--- src/logic/pwm_consts.svh ---
/*
  PWM controller constants
  Channel count, APB widths and register map offsets
*/
`ifndef PWM_CONSTS_SVH
`define PWM_CONSTS_SVH

// Channel count and APB widths
`define PWM_NUM     4
`define APB_DWIDTH  8
`define APB_AWIDTH  8

// Global registers
`define PWM_PRESCALE_ADDR  8'h00
`define PWM_PERIOD_ADDR    8'h04
`define PWM_ENABLE_ADDR    8'h08

// Channel n edges live at base + n * stride
`define PWM_POSEDGE_BASE   8'h10
`define PWM_NEGEDGE_BASE   8'h14
`define PWM_CH_STRIDE      8

`endif
--- src/logic/pwm_pkg.sv ---
/*
  PWM controller types
  APB word and address types, channel vector and per-channel edge array
*/
`include "pwm_consts.svh"

package pwm_pkg;

  // One APB data word
  typedef logic [`APB_DWIDTH-1:0] apb_data_t;

  // One APB address
  typedef logic [`APB_AWIDTH-1:0] apb_addr_t;

  // One bit per channel
  typedef logic [`PWM_NUM-1:0] pwm_vec_t;

  // One edge position per channel
  typedef apb_data_t [`PWM_NUM-1:0] edge_array_t;

endpackage

--- src/logic/pwm_cfg_if.sv ---
/*
  PWM configuration interface
  Carries the programmed timebase and channel settings out of the register block
*/
`timescale 1ns/10ps

interface pwm_cfg_if;
  import pwm_pkg::*;

  apb_data_t   prescale;
  apb_data_t   period;
  pwm_vec_t    enable;
  edge_array_t pos_edge;
  edge_array_t neg_edge;

  modport regs_mp (
    output prescale,
    output period,
    output enable,
    output pos_edge,
    output neg_edge
  );

  modport timebase_mp (
    input prescale,
    input period
  );

  modport shadow_mp (
    input enable,
    input pos_edge,
    input neg_edge
  );

endinterface

--- src/logic/apb_pwm.sv ---
/*
  APB PWM controller
  Four channel pulse-width modulator programmed over an 8-bit APB bus,
  with a shared prescaler and period counter
*/
`timescale 1ns/10ps

module apb_pwm (
  input  logic               PCLK,
  input  logic               PRESETN,
  input  logic               psel,
  input  logic               penable,
  input  logic               pwrite,
  input  pwm_pkg::apb_addr_t paddr,
  input  pwm_pkg::apb_data_t pwdata,
  output pwm_pkg::apb_data_t prdata,
  output logic               pready,
  output logic               pslverr,
  output pwm_pkg::pwm_vec_t  pwm
);
  import pwm_pkg::*;

  apb_data_t   period_cnt;
  logic        tick;
  logic        sync_pulse;
  pwm_vec_t    act_enable;
  edge_array_t act_posedge;
  edge_array_t act_negedge;

  pwm_cfg_if cfg_if ();

  pwm_apb_regs u_regs (
    .PCLK    (PCLK),
    .PRESETN (PRESETN),
    .psel    (psel),
    .penable (penable),
    .pwrite  (pwrite),
    .paddr   (paddr),
    .pwdata  (pwdata),
    .prdata  (prdata),
    .cfg     (cfg_if.regs_mp)
  );

  pwm_timebase u_timebase (
    .PCLK       (PCLK),
    .PRESETN    (PRESETN),
    .cfg        (cfg_if.timebase_mp),
    .period_cnt (period_cnt),
    .tick       (tick),
    .sync_pulse (sync_pulse)
  );

  pwm_shadow_regs u_shadow (
    .PCLK        (PCLK),
    .PRESETN     (PRESETN),
    .cfg         (cfg_if.shadow_mp),
    .sync_pulse  (sync_pulse),
    .act_enable  (act_enable),
    .act_posedge (act_posedge),
    .act_negedge (act_negedge)
  );

  pwm_channels u_channels (
    .PCLK        (PCLK),
    .PRESETN     (PRESETN),
    .tick        (tick),
    .period_cnt  (period_cnt),
    .act_enable  (act_enable),
    .act_posedge (act_posedge),
    .act_negedge (act_negedge),
    .pwm         (pwm)
  );

  // No wait states and no error responses
  assign pready  = 1'b1;
  assign pslverr = 1'b0;

endmodule

--- src/logic/pwm_channels.sv ---
/*
  PWM channel comparators
  Compares the period count with each channel's active edge positions on
  every tick and drives the registered PWM outputs
*/
`timescale 1ns/10ps
`include "pwm_consts.svh"

module pwm_channels (
  input  logic                 PCLK,
  input  logic                 PRESETN,
  input  logic                 tick,
  input  pwm_pkg::apb_data_t   period_cnt,
  input  pwm_pkg::pwm_vec_t    act_enable,
  input  pwm_pkg::edge_array_t act_posedge,
  input  pwm_pkg::edge_array_t act_negedge,
  output pwm_pkg::pwm_vec_t    pwm
);
  import pwm_pkg::*;

  pwm_vec_t hit_pos;
  pwm_vec_t hit_neg;

  always_comb
  begin
    for (int i = 0; i < `PWM_NUM; i++)
    begin
      hit_pos[i] = tick && (period_cnt == act_posedge[i]);
      hit_neg[i] = tick && (period_cnt == act_negedge[i]);
    end
  end

  always_ff @(posedge PCLK)
  begin
    if (!PRESETN)
    begin
      pwm <= '0;
    end
    else
    begin
      for (int i = 0; i < `PWM_NUM; i++)
      begin
        if (!act_enable[i])
        begin
          pwm[i] <= 1'b0;
        end
        // Falling edge has priority
        else if (hit_neg[i])
        begin
          pwm[i] <= 1'b0;
        end
        else if (hit_pos[i])
        begin
          pwm[i] <= 1'b1;
        end
      end
    end
  end

endmodule

--- src/logic/pwm_shadow_regs.sv ---
/*
  PWM shadow registers
  Active copies of the channel enable and edge settings, refreshed only
  at the end of a PWM period so a period is never split
*/
`timescale 1ns/10ps

module pwm_shadow_regs (
  input  logic                 PCLK,
  input  logic                 PRESETN,
  pwm_cfg_if.shadow_mp         cfg,
  input  logic                 sync_pulse,
  output pwm_pkg::pwm_vec_t    act_enable,
  output pwm_pkg::edge_array_t act_posedge,
  output pwm_pkg::edge_array_t act_negedge
);

  // Enable follows the same boundary as the edges
  always_ff @(posedge PCLK)
  begin
    if (!PRESETN)
    begin
      act_enable <= '0;
    end
    else if (sync_pulse)
    begin
      act_enable <= cfg.enable;
    end
  end

  always_ff @(posedge PCLK)
  begin
    if (!PRESETN)
    begin
      act_posedge <= '0;
      act_negedge <= '0;
    end
    else if (sync_pulse)
    begin
      act_posedge <= cfg.pos_edge;
      act_negedge <= cfg.neg_edge;
    end
  end

endmodule

--- src/logic/pwm_timebase.sv ---
/*
  PWM timebase
  Divides PCLK by prescale+1 into ticks and counts ticks modulo period+1,
  flagging the last tick of each PWM period
*/
`timescale 1ns/10ps

module pwm_timebase (
  input  logic               PCLK,
  input  logic               PRESETN,
  pwm_cfg_if.timebase_mp     cfg,
  output pwm_pkg::apb_data_t period_cnt,
  output logic               tick,
  output logic               sync_pulse
);
  import pwm_pkg::*;

  apb_data_t prescale_cnt;
  logic      prescale_wrap;
  logic      period_end;

  // Terminal counts, a lowered limit still wraps at once
  assign prescale_wrap = (prescale_cnt >= cfg.prescale);
  assign period_end    = (period_cnt >= cfg.period);

  always_ff @(posedge PCLK)
  begin
    if (!PRESETN)
    begin
      prescale_cnt <= '0;
      tick         <= 1'b0;
    end
    else if (prescale_wrap)
    begin
      prescale_cnt <= '0;
      tick         <= 1'b1;
    end
    else
    begin
      prescale_cnt <= prescale_cnt + 1'b1;
      tick         <= 1'b0;
    end
  end

  always_ff @(posedge PCLK)
  begin
    if (!PRESETN)
    begin
      period_cnt <= '0;
    end
    else if (tick)
    begin
      period_cnt <= period_end ? '0 : period_cnt + 1'b1;
    end
  end

  // Last tick of the period
  assign sync_pulse = tick & period_end;

endmodule

--- src/logic/pwm_apb_regs.sv ---
/*
  PWM APB register block
  Zero wait state APB slave holding prescale, period, enable and edge
  registers, with a combinational read-back multiplexer
*/
`timescale 1ns/10ps
`include "pwm_consts.svh"

module pwm_apb_regs (
  input  logic               PCLK,
  input  logic               PRESETN,
  input  logic               psel,
  input  logic               penable,
  input  logic               pwrite,
  input  pwm_pkg::apb_addr_t paddr,
  input  pwm_pkg::apb_data_t pwdata,
  output pwm_pkg::apb_data_t prdata,
  pwm_cfg_if.regs_mp         cfg
);
  import pwm_pkg::*;

  apb_data_t   prescale_reg;
  apb_data_t   period_reg;
  pwm_vec_t    enable_reg;
  edge_array_t posedge_reg;
  edge_array_t negedge_reg;
  logic        wr_en;

  // Address of one channel's edge register
  function automatic apb_addr_t edge_addr(input apb_addr_t base, input int ch);
    return apb_addr_t'(base + ch * `PWM_CH_STRIDE);
  endfunction

  // Access phase of a write
  assign wr_en = psel & penable & pwrite;

  always_ff @(posedge PCLK)
  begin
    if (!PRESETN)
    begin
      prescale_reg <= '0;
      period_reg   <= '0;
      enable_reg   <= '0;
      posedge_reg  <= '0;
      negedge_reg  <= '0;
    end
    else if (wr_en)
    begin
      case (paddr)
        `PWM_PRESCALE_ADDR: prescale_reg <= pwdata;
        `PWM_PERIOD_ADDR:   period_reg   <= pwdata;
        `PWM_ENABLE_ADDR:   enable_reg   <= pwdata[`PWM_NUM-1:0];
        default:
        begin
        end
      endcase
      for (int i = 0; i < `PWM_NUM; i++)
      begin
        if (paddr == edge_addr(`PWM_POSEDGE_BASE, i))
        begin
          posedge_reg[i] <= pwdata;
        end
        if (paddr == edge_addr(`PWM_NEGEDGE_BASE, i))
        begin
          negedge_reg[i] <= pwdata;
        end
      end
    end
  end

  // Read-back returns programmed values, unmapped offsets give zero
  always_comb
  begin
    prdata = '0;
    if (psel)
    begin
      case (paddr)
        `PWM_PRESCALE_ADDR: prdata = prescale_reg;
        `PWM_PERIOD_ADDR:   prdata = period_reg;
        `PWM_ENABLE_ADDR:   prdata = {{(`APB_DWIDTH-`PWM_NUM){1'b0}}, enable_reg};
        default:
        begin
        end
      endcase
      for (int i = 0; i < `PWM_NUM; i++)
      begin
        if (paddr == edge_addr(`PWM_POSEDGE_BASE, i))
        begin
          prdata = posedge_reg[i];
        end
        if (paddr == edge_addr(`PWM_NEGEDGE_BASE, i))
        begin
          prdata = negedge_reg[i];
        end
      end
    end
  end

  assign cfg.prescale = prescale_reg;
  assign cfg.period   = period_reg;
  assign cfg.enable   = enable_reg;
  assign cfg.pos_edge = posedge_reg;
  assign cfg.neg_edge = negedge_reg;

endmodule

--- config.mk ---
export PLATFORM = sky130hd
export DESIGN_NAME = apb_pwm
export DESIGN_NICKNAME = d
export VERILOG_FILES = /design/src/logic/pwm_pkg.sv /design/src/logic/pwm_cfg_if.sv /design/src/logic/apb_pwm.sv /design/src/logic/pwm_channels.sv /design/src/logic/pwm_shadow_regs.sv /design/src/logic/pwm_timebase.sv /design/src/logic/pwm_apb_regs.sv
export VERILOG_INCLUDE_DIRS = /design/src /design/src/logic
export SDC_FILE = /design/constraint.sdc
export NUM_CORES = 1
export LEC_CHECK = 0
export BUFFER_PORTS_ARGS = -buffer_cell sky130_fd_sc_hd__buf_2
export CORE_MARGIN = 3
export CORE_UTILIZATION = 60
export DETAILED_ROUTE_END_ITERATION = 10
export HOLD_SLACK_MARGIN = 0.03
export PLACE_DENSITY_LB_ADDON = 0.12
export SLEW_MARGIN = 10
export SYNTH_ARGS = -nofsm -noshare
export SYNTH_HDL_FRONTEND = slang
export SYNTH_SLANG_ARGS = --single-unit
--- constraint.sdc ---
create_clock -name PCLK -period 6.2 [get_ports PCLK]
set_input_delay 0.31 -clock PCLK [delete_from_list [all_inputs] [get_ports PCLK]]
set_output_delay 0.31 -clock PCLK [all_outputs]
set_load 0.02 [all_outputs]
==> flow_summary.toml <==
[drt]
dr_total_vias = 7343
avgViaCountPerCell = 5.96
firstDrtPassIters = 6
wl_um = 23800
drc = 0
wl_per_cell_um = 19.3
antenna_left = 0
drt_iter0_markers = 1153

[layout]
final_common_cell = "nand2_1"
antenna_cells_inserted = 0
layout.cells.non_filler = 1232
final_cell_mix = "268 x nand2_1, 173 x dfxtp_1, 97 x mux2i_1, 79 x a21oi_1, 46 x nand3_1"
syn_to_final_growth_pct = 7.62
nets = 1078
final_layout_size_suffix_gt1_share_pct = 8.27

[floorplan]
initial_core_util_pct = 61.8
die_h_um = 126
die_area_um2 = 15900
io_pins = 35
core_um2 = 14000
num_rows = 43
fp.dieW_um = 126

[sta]
rsz0062_at_grt = "false"
tightest_slew_ns = 1.06
finalHoldViolCount = 0
tns_ns = 0
report.final.slew_viol_count = 0
post-route-period-util_pct = 54.2
slew_headroom_pct = 29.6
setup_viol = 0
fin_skew_ns = 0.00634
max_clock_freq_ghz = 0.298
fin_crit_ns = 3.36

[cts]
hold_buffers = 0
clkLatencyLatePin_ns = 0.43
cts_setup_buffers = 0
clockRootBuffer = "clkbuf_16"
cts_resized = 0
cts.reportedPaths.clkPinSlew_ns = 0.06
htreeDepth = 4
cts_made_buffers = 17
cts_tree = "yes"
clock-sinks = 173
clockBufferDepth = 2

[job]
maxCapViolCount = 0

[min_path]
hp-class = "input port to register"

[worst_setup_path]
crit_type = "register to register"
worstPathArrival_ns = 3.71
endpoint_kind = "register"
required_ns = 6.55
path_max_fanout = 40
start_kind = "register"

[pwr]
leakage_nw = 3.65
pwr_density_cell_nw_per_um2 = 237
ir_worst_vdd_v = 0.000180
finalPower_w = 0.00221

[logic_synthesis]
netlist_area_um2 = 8640
synth_seq_cells = 173
ys_async_sr_fraction_pct = 0
ys.warnings.count = 0
yosysSeqAreaShare_pct = 40.1
syn_nets = 1098
ys_types = 64
synth_edf_count = 0
avgSynthCellArea_um2 = 8.16
synth-main-ff-cell = "dfxtp_1"
syn_inst = 1059

[global_routing]
grt_use_total_pct = 30.4
grt_max_degree = 96
grt_pass1_wl_um = 38200
grt.overflow.total = 0
grt_pass1_vias = 6811
antenna_found_initial = 0

[status]
run_status = "finished, final reports clean"

[place]
dp_hpwl_um = 16600
post-place-cells = 1200
routabilityCongestion = 0.956
portBuffers = 32
[report_power, final]
| group | internal [W] | switching [W] |
|---|---|---|
| Combinational | 0.0000290 | 0.0000847 |
| Sequential | 0.00111 | 0.00000236 |
| Clock | 0.000553 | 0.000427 |
| Total | 0.00169 | 0.000514 |
[worst paths after layout]
kind / from / to / slack (ns) / cells past startpoint
setup / recovery: u_timebase.period_cnt[0] / u_shadow.act_posedge[18] / 2.84 / 8
hold / removal: pwdata[4] / u_regs.cfg.period[4] / 0.28 / 3
setup reg to reg: u_timebase.period_cnt[0] / u_shadow.act_posedge[18] / 2.84 / 8
hold reg to reg: u_shadow.act_enable[1] / u_channels.pwm[1] / 0.45 / 2
[final cells by class]
type | count | area (µm²)
Clock buffer | 26 | 499
Clock inverter | 6 | 35.0
Fill cell | 1218 | 4690
Inverter | 22 | 82.6
Multi-Input combinational cell | 788 | 4790
Sequential cell | 173 | 3460
Tap cell | 180 | 225
Timing Repair Buffer | 37 | 200
[routing by layer]
metal	up-vias	part of all wire, %	GRT usage [%]
li1	3564	-	-
met1	3387	47	46.7
met2	339	42	42.7
met3	53	8.7	6.28
met4	0	2.5	9.21
met5	-	0	0
[synthesized netlist by cell type, types with 2 or more instances]
library cell / instances / share of area [%]
a21o_1: 5 / 0.43
dfxtp_1: 173 / 40
mux2_2: 5 / 0.65
o21ai_0: 27 / 1.6
nand2_1: 268 / 12
a31oi_1: 10 / 0.72
or3b_2: 2 / 0.20
o221ai_1: 2 / 0.20
and3_1: 5 / 0.36
or3_1: 2 / 0.14
nand4_1: 7 / 0.51
buf_4: 2 / 0.17
conb_1: 2 / 0.087
a222oi_1: 2 / 0.23
or2_2: 3 / 0.22
nand2b_1: 7 / 0.51
nor2_1: 44 / 1.9
nand3_1: 46 / 2.7
nor3b_1: 2 / 0.17
a22oi_1: 6 / 0.52
xor2_1: 45 / 4.6
o22ai_1: 6 / 0.43
buf_1: 7 / 0.30
ha_1: 18 / 2.6
xnor2_1: 29 / 2.9
mux2i_1: 97 / 11
nor2b_1: 4 / 0.29
clkbuf_1: 44 / 1.9
a211oi_1: 4 / 0.35
a21oi_1: 79 / 4.6
inv_1: 22 / 0.96
buf_2: 23 / 1.3
and2_1: 2 / 0.14
o211ai_1: 2 / 0.17
and4bb_2: 2 / 0.29
nor3_1: 15 / 0.87
nor4_1: 13 / 0.94
[through the flow]
step / hold slack, ns / area [µm²] / util [%] / setup WS (ns)
floorplan: 0.423 / 8640 / - / 3.95
global placement: 0.440 / 8760 / 62.7 / 3.00
detailed placement: 0.446 / 8760 / 62.7 / 2.88
CTS: 0.259 / 9300 / 66.5 / 2.83
global route: 0.282 / 9300 / 66.5 / 2.57
finish: 0.277 / 9300 / 66.5 / 2.84
[worst max-delay path: stages (launching register included)]
cell and delay [ns]:
dfxtp_1 0.70, inv_1 0.16, ha_1 0.31, nand2b_1 0.09, a211oi_1 0.06, o21ai_0 0.37, and3_4 0.65, buf_4 0.65
mux2i_1 0.28
[cells by family after synthesis]
group	after synthesis	share of synthesized area, %
other cells	2	0.0869
fa+ha+maj	18	2.61
buf+inv	98	4.68
mux	102	11.9
simple gates	432	22.2
flops	173	40.1
xor+xnor	74	7.50
compound gates	160	11.0
No activity file was read; power rests on OpenSTA's default activity.
